`src/hdl/rx_pcs_pkg.sv`:
```
// blocks are assumed 66-bit aligned per lane and every limit in sync_cfg_t must be nonzero
package rx_pcs_pkg;

    // lane and block geometry
    localparam int N_LANES    = 4;
    localparam int NB_SH      = 2;
    localparam int NB_PAYLOAD = 64;

    // block sync counters
    localparam int NB_WINDOW  = 12;
    localparam int NB_INV_SH  = 11;
    localparam int NB_ERR_CNT = 16;

    // legal sync headers
    localparam logic [NB_SH-1:0] SH_DATA = 2'b01;
    localparam logic [NB_SH-1:0] SH_CTRL = 2'b10;

    // one 66-bit block, header in the msbs
    typedef struct packed {
        logic [NB_SH-1:0]      sh;
        logic [NB_PAYLOAD-1:0] payload;
    } block_t;

    typedef block_t [N_LANES-1:0] lane_bus_t;

    typedef logic [NB_ERR_CNT-1:0] err_cnt_t;

    typedef err_cnt_t [N_LANES-1:0] err_bus_t;

    typedef logic [N_LANES-1:0] lock_vec_t;

    // static while running
    typedef struct packed {
        logic [NB_WINDOW-1:0] unlocked_limit;
        logic [NB_WINDOW-1:0] locked_limit;
        logic [NB_INV_SH-1:0] sh_invalid_limit;
    } sync_cfg_t;

    typedef enum logic {
        ST_UNLOCKED = 1'b0,
        ST_LOCKED   = 1'b1
    } lock_state_t;

endpackage

```
`src/hdl/sh_window_counter.sv`:
```
// pulses are combinational from the registered counts and valid only with a nonzero i_cfg
`timescale 1ns/1ps

module sh_window_counter
(
    input  logic                  i_clock,
    input  logic                  i_reset,
    input  logic                  i_accept,
    input  logic                  i_sh_ok,
    input  logic                  i_locked,
    input  logic                  i_clear,
    input  rx_pcs_pkg::sync_cfg_t i_cfg,
    output logic                  o_window_done,
    output logic                  o_limit_hit
);

    // run count when unlocked, block count when locked
    logic [rx_pcs_pkg::NB_WINDOW-1:0] win_cnt;
    logic [rx_pcs_pkg::NB_INV_SH-1:0] inv_cnt;

    logic [rx_pcs_pkg::NB_WINDOW:0]   win_next;
    logic [rx_pcs_pkg::NB_INV_SH:0]   inv_next;
    logic                             run_full;
    logic                             blk_full;
    logic                             inv_full;

    // one extra bit so the compare never wraps
    assign win_next = {1'b0, win_cnt} + 1'b1;
    assign inv_next = {1'b0, inv_cnt} + 1'b1;

    assign run_full = (win_next == {1'b0, i_cfg.unlocked_limit});
    assign blk_full = (win_next == {1'b0, i_cfg.locked_limit});
    assign inv_full = (inv_next == {1'b0, i_cfg.sh_invalid_limit});

    // the current block is the one that reaches the limit
    assign o_limit_hit   = i_accept && (i_locked ? (!i_sh_ok && inv_full) : (i_sh_ok && run_full));
    assign o_window_done = i_accept && i_locked && blk_full;

    always_ff @(posedge i_clock)
    begin
        if (i_reset || i_clear)
        begin
            win_cnt <= '0;
            inv_cnt <= '0;
        end
        else if (i_accept)
        begin
            if (i_locked)
            begin
                win_cnt <= win_next[rx_pcs_pkg::NB_WINDOW-1:0];
                if (!i_sh_ok)
                begin
                    inv_cnt <= inv_next[rx_pcs_pkg::NB_INV_SH-1:0];
                end
            end
            else if (i_sh_ok)
            begin
                win_cnt <= win_next[rx_pcs_pkg::NB_WINDOW-1:0];
            end
            else
            begin
                // bad header breaks the run
                win_cnt <= '0;
            end
        end
    end

    // the fsm clear must keep every count inside its window
    a_count_in_limit : assert property (@(posedge i_clock) disable iff (i_reset)
        (win_cnt <= (i_locked ? i_cfg.locked_limit : i_cfg.unlocked_limit)) &&
        (inv_cnt <= i_cfg.sh_invalid_limit));

endmodule

```
`src/hdl/block_lock_fsm.sv`:
```
// signal loss unlocks the lane even while blocks are not being accepted
`timescale 1ns/1ps

module block_lock_fsm
(
    input  logic i_clock,
    input  logic i_reset,
    input  logic i_accept,
    input  logic i_sh_ok,
    input  logic i_signal_ok,
    input  logic i_window_done,
    input  logic i_limit_hit,
    output logic o_locked,
    output logic o_clear
);

    rx_pcs_pkg::lock_state_t state;
    rx_pcs_pkg::lock_state_t state_next;

    logic lock_event;
    logic unlock_event;
    logic window_event;

    // counter pulses qualified by the header direction
    assign lock_event   = i_accept && i_sh_ok && i_limit_hit;
    assign unlock_event = i_accept && !i_sh_ok && i_limit_hit;
    assign window_event = i_accept && i_window_done;

    always_comb
    begin
        state_next = state;
        o_clear    = 1'b0;
        if (!i_signal_ok)
        begin
            state_next = rx_pcs_pkg::ST_UNLOCKED;
            o_clear    = 1'b1;
        end
        else
        begin
            case (state)
                rx_pcs_pkg::ST_UNLOCKED:
                begin
                    if (lock_event)
                    begin
                        state_next = rx_pcs_pkg::ST_LOCKED;
                        o_clear    = 1'b1;
                    end
                end
                rx_pcs_pkg::ST_LOCKED:
                begin
                    // too many bad headers wins over window restart
                    if (unlock_event)
                    begin
                        state_next = rx_pcs_pkg::ST_UNLOCKED;
                        o_clear    = 1'b1;
                    end
                    else if (window_event)
                    begin
                        o_clear = 1'b1;
                    end
                end
                default:
                begin
                    state_next = rx_pcs_pkg::ST_UNLOCKED;
                    o_clear    = 1'b1;
                end
            endcase
        end
    end

    always_ff @(posedge i_clock)
    begin
        if (i_reset)
            state <= rx_pcs_pkg::ST_UNLOCKED;
        else
            state <= state_next;
    end

    assign o_locked = (state == rx_pcs_pkg::ST_LOCKED);

    a_no_lock_after_loss : assert property (@(posedge i_clock) disable iff (i_reset)
        !i_signal_ok |=> !o_locked);

endmodule

```
`src/hdl/lane_block_sync.sv`:
```
// one lane of block sync, i_accept is the shared valid and enable strobe
`timescale 1ns/1ps

module lane_block_sync
(
    input  logic                  i_clock,
    input  logic                  i_reset,
    input  logic                  i_accept,
    input  logic                  i_signal_ok,
    input  rx_pcs_pkg::block_t    i_block,
    input  rx_pcs_pkg::sync_cfg_t i_cfg,
    output rx_pcs_pkg::block_t    o_block,
    output logic                  o_lock,
    output rx_pcs_pkg::err_cnt_t  o_err_count
);

    logic sh_ok;
    logic clear;
    logic locked;
    logic window_done;
    logic limit_hit;

    // only 01 and 10 are legal headers
    assign sh_ok = (i_block.sh == rx_pcs_pkg::SH_DATA) || (i_block.sh == rx_pcs_pkg::SH_CTRL);

    // data path, no reset on payload
    always_ff @(posedge i_clock)
    begin
        if (i_accept)
            o_block <= i_block;
    end

    // saturating bad header count, independent of lock
    always_ff @(posedge i_clock)
    begin
        if (i_reset)
            o_err_count <= '0;
        else if (i_accept && !sh_ok && (o_err_count != '1))
            o_err_count <= o_err_count + 1'b1;
    end

    block_lock_fsm block_lock_fsm_i
    (
        .i_clock       (i_clock),
        .i_reset       (i_reset),
        .i_accept      (i_accept),
        .i_sh_ok       (sh_ok),
        .i_signal_ok   (i_signal_ok),
        .i_window_done (window_done),
        .i_limit_hit   (limit_hit),
        .o_locked      (locked),
        .o_clear       (clear)
    );

    sh_window_counter sh_window_counter_i
    (
        .i_clock       (i_clock),
        .i_reset       (i_reset),
        .i_accept      (i_accept),
        .i_sh_ok       (sh_ok),
        .i_locked      (locked),
        .i_clear       (clear),
        .i_cfg         (i_cfg),
        .o_window_done (window_done),
        .o_limit_hit   (limit_hit)
    );

    assign o_lock = locked;

    a_err_monotonic : assert property (@(posedge i_clock) disable iff (i_reset)
        o_err_count >= $past(o_err_count));

endmodule

```
`src/hdl/cor_status_reg.sv`:
```
// clear on read snapshot, only the rising edge of i_read clears and only for one cycle
`timescale 1ns/1ps

module cor_status_reg
#(
    parameter type T = logic
)
(
    input  logic i_clock,
    input  logic i_reset,
    input  logic i_read,
    input  T     i_value,
    output T     o_value
);

    logic read_d;
    logic read_edge;

    always_ff @(posedge i_clock)
    begin
        if (i_reset)
            read_d <= 1'b0;
        else
            read_d <= i_read;
    end

    assign read_edge = i_read && !read_d;

    // snapshot follows the source every cycle
    always_ff @(posedge i_clock)
    begin
        if (i_reset || read_edge)
            o_value <= T'('0);
        else
            o_value <= i_value;
    end

    a_clear_on_read : assert property (@(posedge i_clock) disable iff (i_reset)
        read_edge |=> (o_value == T'('0)));

endmodule

```
`src/hdl/rx_block_sync_top.sv`:
```
// blocks enter pre-aligned on all lanes with one shared valid, no back-pressure
`timescale 1ns/1ps

module rx_block_sync_top
(
    input  logic                  i_clock,
    input  logic                  i_reset,
    input  logic                  i_enable,
    input  logic                  i_valid,
    input  logic                  i_signal_ok,
    input  rx_pcs_pkg::lane_bus_t i_data,
    input  rx_pcs_pkg::sync_cfg_t i_cfg,
    input  logic                  i_read_lock,
    input  logic                  i_read_err,
    output rx_pcs_pkg::lane_bus_t o_data,
    output logic                  o_valid,
    output rx_pcs_pkg::lock_vec_t o_rf_block_lock,
    output rx_pcs_pkg::err_bus_t  o_rf_err_count
);

    logic                  accept;
    rx_pcs_pkg::lock_vec_t lane_lock;
    rx_pcs_pkg::err_bus_t  lane_err;

    // one accept strobe shared by every lane
    assign accept = i_valid && i_enable;

    always_ff @(posedge i_clock)
    begin
        if (i_reset)
            o_valid <= 1'b0;
        else
            o_valid <= accept;
    end

    for (genvar g = 0; g < rx_pcs_pkg::N_LANES; g++)
    begin : g_lane
        lane_block_sync lane_block_sync_i
        (
            .i_clock     (i_clock),
            .i_reset     (i_reset),
            .i_accept    (accept),
            .i_signal_ok (i_signal_ok),
            .i_block     (i_data[g]),
            .i_cfg       (i_cfg),
            .o_block     (o_data[g]),
            .o_lock      (lane_lock[g]),
            .o_err_count (lane_err[g])
        );
    end

    // register file side snapshots
    cor_status_reg #(.T(rx_pcs_pkg::lock_vec_t)) cor_lock_i
    (
        .i_clock (i_clock),
        .i_reset (i_reset),
        .i_read  (i_read_lock),
        .i_value (lane_lock),
        .o_value (o_rf_block_lock)
    );

    cor_status_reg #(.T(rx_pcs_pkg::err_bus_t)) cor_err_i
    (
        .i_clock (i_clock),
        .i_reset (i_reset),
        .i_read  (i_read_err),
        .i_value (lane_err),
        .o_value (o_rf_err_count)
    );

endmodule

```
`config.mk`:
```
export PLATFORM = sky130hd
export DESIGN_NAME = rx_block_sync_top
export DESIGN_NICKNAME = d
export VERILOG_FILES = /design/src/hdl/rx_pcs_pkg.sv /design/src/hdl/sh_window_counter.sv /design/src/hdl/block_lock_fsm.sv /design/src/hdl/lane_block_sync.sv /design/src/hdl/cor_status_reg.sv /design/src/hdl/rx_block_sync_top.sv
export SDC_FILE = /design/constraint.sdc
export NUM_CORES = 1
export LEC_CHECK = 0
export BUFFER_PORTS_ARGS = -buffer_cell sky130_fd_sc_hd__buf_4
export CAP_MARGIN = 40
export CORE_AREA = 2 2 251 253
export DETAILED_ROUTE_END_ITERATION = 8
export DIE_AREA = 0 0 253 255
export GPL_ROUTABILITY_DRIVEN = 0
export PLACE_DENSITY = 0.56
export SLEW_MARGIN = 10
export SYNTH_ARGS = -nofsm -noshare
export SYNTH_HDL_FRONTEND = slang
export SYNTH_SLANG_ARGS = --single-unit
```
`constraint.sdc`:
```
create_clock -name i_clock -period 11.7 [get_ports i_clock]
set_clock_uncertainty 0.05 [all_clocks]
set_input_delay 1.17 -clock i_clock [delete_from_list [all_inputs] [get_ports i_clock]]
set_output_delay 1.17 -clock i_clock [all_outputs]
set_load 0.02 [all_outputs]
```
==> impl_results.md, run 1 <==
* DIE HEIGHT at 255 um
* Leakage at 10.8 nW
* First-pass GRT wire length at 103 mm
* Total Routing Usage GR at 21.5%
* CP max FO at 113
* Iter 0 DRT Violations at 1035
* # clock sinks at 495
* RSZ-0062 raised after global routing: false
* FF/Latch Area at 12600 um^2
* Slew of the pin with the lowest slew margin at 0.990 ns
* Final Hold Fails at 0
* Top_reg_cell synth: edfxtp_1
* Setup crit start kind: primary input
* First drt pass iteration count at 6
* # port buffers at 638
* Fillers at 5841
* Hold WC Path Type: flip-flop to flip-flop
* Congestion Overflow GR at 0
* Outcome: completed
* Most common cell after layout, fill and taps aside: buf_4
* Design Area, Final at 28300 um^2
* Area of the multi-input gates at 7890 um^2
* Minimum clock period at 3.64 ns
* Synth Instances at 1864
* Num ports at 639
* Ranking of synthesized cells by area: edfxtp_1 (38%), dfxtp_1 (22%), xnor2_1 (6.7%), xor2_1 (4.6%), nor2_1 (3.9%)
* Drt wl/cell at 22.2 um
* CP Data Arrival Time at 4.07 ns
* Antenna Nets Post-Route at 0
* DP Area at 26500 um^2
* Skew-Pair Late Insertion Delay at 0.61 ns
* Antenna violations before repair at 5
* Dpl hpwl at 55.6 mm
* Final nets at 2777
* Vias in the first global route at 15774
* Rows at 92
* Async SR Flop Fraction at 0%
* Reg clk slew, reported paths at 0.06 ns
* DRT Wirelength at 73.3 mm
* Layout cell share with drive strength beyond 1 at 30.2%
* Final Cycle Share at 31.1%
* Clock root buffer: clkbuf_16
* Largest net degree at the start of global routing at 114
* Worst setup path startpoint: i_valid
* Fmax at 274 MHz
* DR DRC count at 0
* Area share of the largest cell type after synthesis at 37.7%
* Die width at 253 um
* Avg Inst Size Synth at 11.3 um^2
* Vias per cell at 4.98
* Total Neg Setup Slack at 0 ns
* CTS Hold Bufs at 0
* Worst IR Drop VDD at 0.000102 V
* Full die area at 64500 um^2
* Most frequent cells in the layout: buf_4 (649), edfxtp_1 (264), dfxtp_1 (231)
* Crit Path Category: primary input to flip-flop
* Cell taking the most area after synthesis: edfxtp_1
* Cts bufs inserted at 56
* Core area at 62200 um^2
* Power Dens Cells at 145 nW/um^2
* Critical path data required time at 12.12 ns
* Sequential area share after synthesis at 59.7%
* CTS resizes at 0
* Max Cap Violations at 0
* Slew Limit Fails at 0
* Routed vias at 16491
* Max Buffers Root-to-Sink at 3
* Area Growth Syn to Fin at 34.6%
* Yosys warnings at 0
* CTS tree: built
* Max_slew headroom at 33.5%
* Hold path startpoint: g_lane[2].lane_block_sync_i.o_err_count[10]$_SDFFE_PP0P_
* Yosys reg bits at 495
* WHS at 0.453 ns
* # setup viols final at 0
* Post-CTS setup buffers at 0
* Yosys cell types at 74
* Cell Area, Synth at 21000 um^2
* Initial Util at 33.8%
* H-Tree Depth at 2
* Mapped Nets at 2182
* Number of synthesized flops with an enable pin at 264
* Setup crit end kind: flip-flop
[cells in the mapped netlist, drive strengths merged, types with 6 or more instances]
cell / n
xor2: 111
a21oi: 74
nor4: 22
xnor3: 10
nand2: 101
nor3b: 13
a211oi: 9
o21ai: 61
nor2: 216
and3: 27
or3: 12
mux2i: 14
xnor2: 160
nand2b: 16
nand4: 49
edfxtp: 264
a2111oi: 6
clkbuf: 88
buf: 28
nor2b: 12
and4: 17
nand3: 68
ha: 12
dfxtp: 231
inv: 25
and2: 76
nor3: 54
[logic make-up after synthesis]
group / Yosys count / share of synthesized area, %
compound gates: 212 / 6.26
simple gates: 707 / 17.4
xor+xnor: 281 / 12.4
fa+ha+maj: 12 / 0.714
flops: 495 / 59.7
buf+inv: 141 / 2.87
mux: 16 / 0.773
[worst max-delay path, cell delays in order]
cell,delay (ns)
buf_4,0.08
nand2_1,0.05
buf_4,0.26
inv_8,0.64
and3_1,0.46
nand4_1,0.12
nor4_1,0.26
and4_1,0.27
a2111o_1,0.59
nor2_1,0.11
[cell type report]
cell class,instances,share of cell area [%]
Antenna cell,4,0.0353
Clock buffer,67,5.24
Clock inverter,38,1.24
Inverter,25,0.358
Multi-Input combinational cell,1228,27.9
Sequential cell,495,44.3
Tap cell,799,3.53
Timing Repair Buffer,653,17.4
[worst paths after layout]
kind / slack (ns) / endpoint / depth (start not counted)
hold reg to reg: 0.45 / cor_err_i.o_value[42]$_SDFF_PP0_ / 1
setup / recovery: 8.06 / flip-flop / 10
hold / removal: 0.45 / cor_err_i.o_value[42]$_SDFF_PP0_ / 1
setup reg to reg: 8.07 / flip-flop / 8
[report_power, final]
part           internal, W  total, W  switching (W)
logic             0.000177  0.000408       0.000232
clock network      0.00102   0.00176       0.000743
registers          0.00190   0.00193      0.0000296
total              0.00310   0.00410        0.00100
[stage by stage]
| step | total power [W] | instances | setup WS (ns) | util (%) |
|---|---|---|---|---|
| 3_3_place_gp | 0.00237 | 3196 | 7.43 | 42.5 |
| 6_report | 0.00410 | 3309 | 8.06 | 45.6 |
| 3_5_place_dp | 0.00238 | 3200 | 7.40 | 42.6 |
| 4_1_cts | 0.00415 | 3305 | 8.06 | 45.6 |
| 2_1_floorplan | 0.00215 | 1864 | 1.40 | - |
| 5_1_grt | 0.00424 | 3307 | 7.72 | 45.6 |
[per-layer routing]
metal  global-route usage, %  part of all wire, %  vias to the layer above
met4                    8.62                  3.3                        6
met1                    25.6                   39                     7995
li1                        -                    -                     7770
met3                    6.56                  8.4                      114
met2                    36.4                   49                      606
met5                       0                0.053                        -
[sequential cells by signal, summed over array words and instances, names as in the netlist]
register,flops
g_lane.lane_block_sync_i.o_block,264
cor_err_i.o_value,64
g_lane.lane_block_sync_i.o_err_count,64
g_lane.lane_block_sync_i.sh_window_counter_i.win_cnt,48
g_lane.lane_block_sync_i.sh_window_counter_i.inv_cnt,44
cor_lock_i.o_value,4
g_lane.lane_block_sync_i.block_lock_fsm_i.o_locked,4
cor_err_i.read_d,1
cor_lock_i.read_d,1
o_valid,1
(Power assumes the default switching activity.)
==> run 2, diff against run 1 <==
--- a/config.mk
+++ b/config.mk
@@ -7,11 +7,11 @@
 export LEC_CHECK = 0
 export BUFFER_PORTS_ARGS = -buffer_cell sky130_fd_sc_hd__buf_4
 export CAP_MARGIN = 40
-export CORE_AREA = 2 2 251 253
+export CORE_AREA = 2 2 249 251
 export DETAILED_ROUTE_END_ITERATION = 8
-export DIE_AREA = 0 0 253 255
+export DIE_AREA = 0 0 251 253
 export GPL_ROUTABILITY_DRIVEN = 0
-export PLACE_DENSITY = 0.56
+export PLACE_DENSITY = 0.59
 export SLEW_MARGIN = 10
 export SYNTH_ARGS = -nofsm -noshare
 export SYNTH_HDL_FRONTEND = slang
==> constraint.sdc (replaced) <==
create_clock -name i_clock -period 3.1 [get_ports i_clock]
set_clock_uncertainty 0.05 [all_clocks]
set_input_delay 0.31 -clock i_clock [delete_from_list [all_inputs] [get_ports i_clock]]
set_output_delay 0.31 -clock i_clock [all_outputs]
set_load 0.02 [all_outputs]
==> impl_results.md, run 2 (synthesis gave the netlist of run 1 again) <==
* Outcome: completed
* First drt pass iteration count at 5 (-1)
* Top Registers: g_lane.lane_block_sync_i.o_block: 264 flops, cor_err_i.o_value: 64 flops, g_lane.lane_block_sync_i.o_err_count: 64 flops
* Net load switching power at 0.00407 W (+310%)
* # port buffers at 638 (unchanged)
* Critical path data required time at 3.54 ns (-8.58 ns)
* Slew Limit Fails at 0 (unchanged)
* Vias per cell at 5.07 (+1.8%)
* Iter 0 DRT Violations at 1319 (+27%)
* Max Buffers Root-to-Sink at 3 (unchanged)
* Total Routing Usage GR at 26.3% (+4.8 points)
* Switching share of total power at 24.8% (+0.34 points)
* Skew-Pair Late Insertion Delay at 0.61 ns (about the same)
* Placed Instances at 3213 (+0.41%)
* Worst IR Drop VDD at 0.000462 V (+350%)
* Rows at 91 (-1.1%)
* Final Total Pwr at 0.0164 W (+300%)
* Most frequent cells in the layout: buf_4 (673), dlygate4sd3_1 (267), edfxtp_1 (264)
* Drt wl/cell at 24.3 um (+9.8%)
* Area of the multi-input gates at 7920 um^2 (+0.35%)
* DIE HEIGHT at 253 um (-0.78%)
* Crit Path Category: flip-flop to flip-flop
* DP Area at 26600 um^2 (+0.60%)
* Congestion Overflow GR at 0 (unchanged)
* Max_slew headroom at 36.7% (+3.2 points)
* Clock root buffer: clkbuf_16
* Initial Util at 34.5% (+0.63 points)
* Dpl hpwl at 64.8 mm (+17%)
* Fillers at 5375 (-8.0%)
* Antenna Nets Post-Route at 0 (unchanged)
* Max reg flops at 264 (unchanged)
* Most flop-heavy register: g_lane.lane_block_sync_i.o_block
* Setup crit end kind: flip-flop
* FF/Latch Area at 12600 um^2 (about the same)
* Slew of the pin with the lowest slew margin at 0.949 ns (-0.0410 ns)
* RSZ-0062 raised after global routing: false
* Reg-to-reg slack, setup at 0.18 ns (-7.89 ns)
* Clock share of power at 43.3% (+0.4 points)
* Final Hold Fails at 0 (unchanged)
* First-pass GRT wire length at 121 mm (+18%)
* Hold WC Path Type: primary input to flip-flop
* DR DRC count at 0 (unchanged)
* Leakage at 12.1 nW (+12%)
* Total Neg Setup Slack at 0 ns (unchanged)
* CTS tree: built
* Final cell count without fillers at 3589 (+8.5%)
* Reg clk slew, reported paths at 0.06 ns (about the same)
* Core area at 61000 um^2 (-1.8%)
* Die width at 251 um (-0.79%)
* Routed vias at 18208 (+10%)
* Internal power at 0.0123 W (+300%)
* Power Dens Cells at 523 nW/um^2 (+260%)
* CP max FO at 20 (-82%)
* Num ports at 639 (unchanged)
* Antenna violations before repair at 13 (+8)
* Final core occ at 51.3% (+5.8 points)
* Final nets at 3068 (+10%)
* Vias in the first global route at 17742 (+12%)
* Share of power burned in registers at 44.7% (-2.4 points)
* Logic pwr share at 12.1% (+2.1 points)
* CP Data Arrival Time at 3.35 ns (-0.72 ns)
* H-Tree Depth at 2 (unchanged)
* # clock sinks at 495 (unchanged)
* Area Growth Syn to Fin at 48.9%
* Largest net degree at the start of global routing at 155 (+36%)
* Setup crit start kind: flip-flop
* Final Cycle Share at 94.0%
* Max Cap Violations at 0 (unchanged)
* Cts bufs inserted at 57 (+1.8%)
* Layout cell share with drive strength beyond 1 at 28.3% (-1.9 points)
* # setup viols final at 0 (unchanged)
* Design Area, Final at 31300 um^2 (+11%)
* Full die area at 63500 um^2 (-1.6%)
* DRT Wirelength at 87.3 mm (+19%)
* Most common cell after layout, fill and taps aside: buf_4
* Fmax at 343 MHz
* Minimum clock period at 2.92 ns
==> run 2: critical path, cell delays in order, from the launching register on <==
cell and delay (ns):
dfxtp_1 0.58, nand3_1 0.32, nor3_2 0.38, xnor2_1 0.13, or4_1 0.41, or4b_1 0.54, o211ai_4 0.13, buf_12 0.19
nor2_1 0.06
==> run 2: per-layer routing <==
| metal | vias up | track usage [%] | routed length (um) |
|---|---|---|---|
| met5 | - | 0 | 81 |
| met4 | 12 | 9.64 | 3380 |
| met3 | 146 | 11.3 | 10100 |
| met2 | 752 | 40.4 | 38600 |
| met1 | 8961 | 33.0 | 35100 |
| li1 | 8337 | - | - |
==> run 2: worst paths after layout <==
kind                                                            startpoint                               end  cells past startpoint
setup reg to reg                                                 flip-flop                         flip-flop                      8
hold reg to reg   g_lane[0].lane_block_sync_i.o_err_count[13]$_SDFFE_PP0P_  cor_err_i.o_value[13]$_SDFF_PP0_                      1
setup / recovery                                                 flip-flop                         flip-flop                      8
hold / removal                                                 i_signal_ok                         flip-flop                      4
==> run 2: layout make-up <==
class / instances / share of cell area, %
diodes: 6 / 0.0479
clock buffers: 80 / 5.32
clock inverters: 22 / 0.958
inverters: 25 / 0.323
multi-input cells: 1228 / 25.3
flip-flops and latches: 495 / 40.1
well taps: 790 / 3.15
repair buffers: 943 / 24.8
==> run 2: power by group through the flow <==
stage	Combinational, W	Clock, W	Sequential [W]
after floorplan	0.000365	0	0.00770
after global placement	0.00164	0	0.00745
after detailed placement	0.00165	0	0.00745
after CTS	0.00197	0.00725	0.00732
after global routing	0.00206	0.00750	0.00734
final	0.00198	0.00709	0.00732
==> run 2: per-stage QoR <==
stage          hold WS, ns  worst slack [ns]
6_report            0.0798             0.185
3_5_place_dp         0.439             0.156
2_1_floorplan        0.359             0.168
4_1_cts             0.0369             0.136
5_1_grt             0.0755            0.0357
3_3_place_gp         0.424             0.249
==> run 2: what timing repair did <==
action	CTS	global route
endpoints found under the hold margin	281	0
setup endpoints to repair	0	31
hold buffers	267	0
setup buffers	0	1
resized for setup	0	7
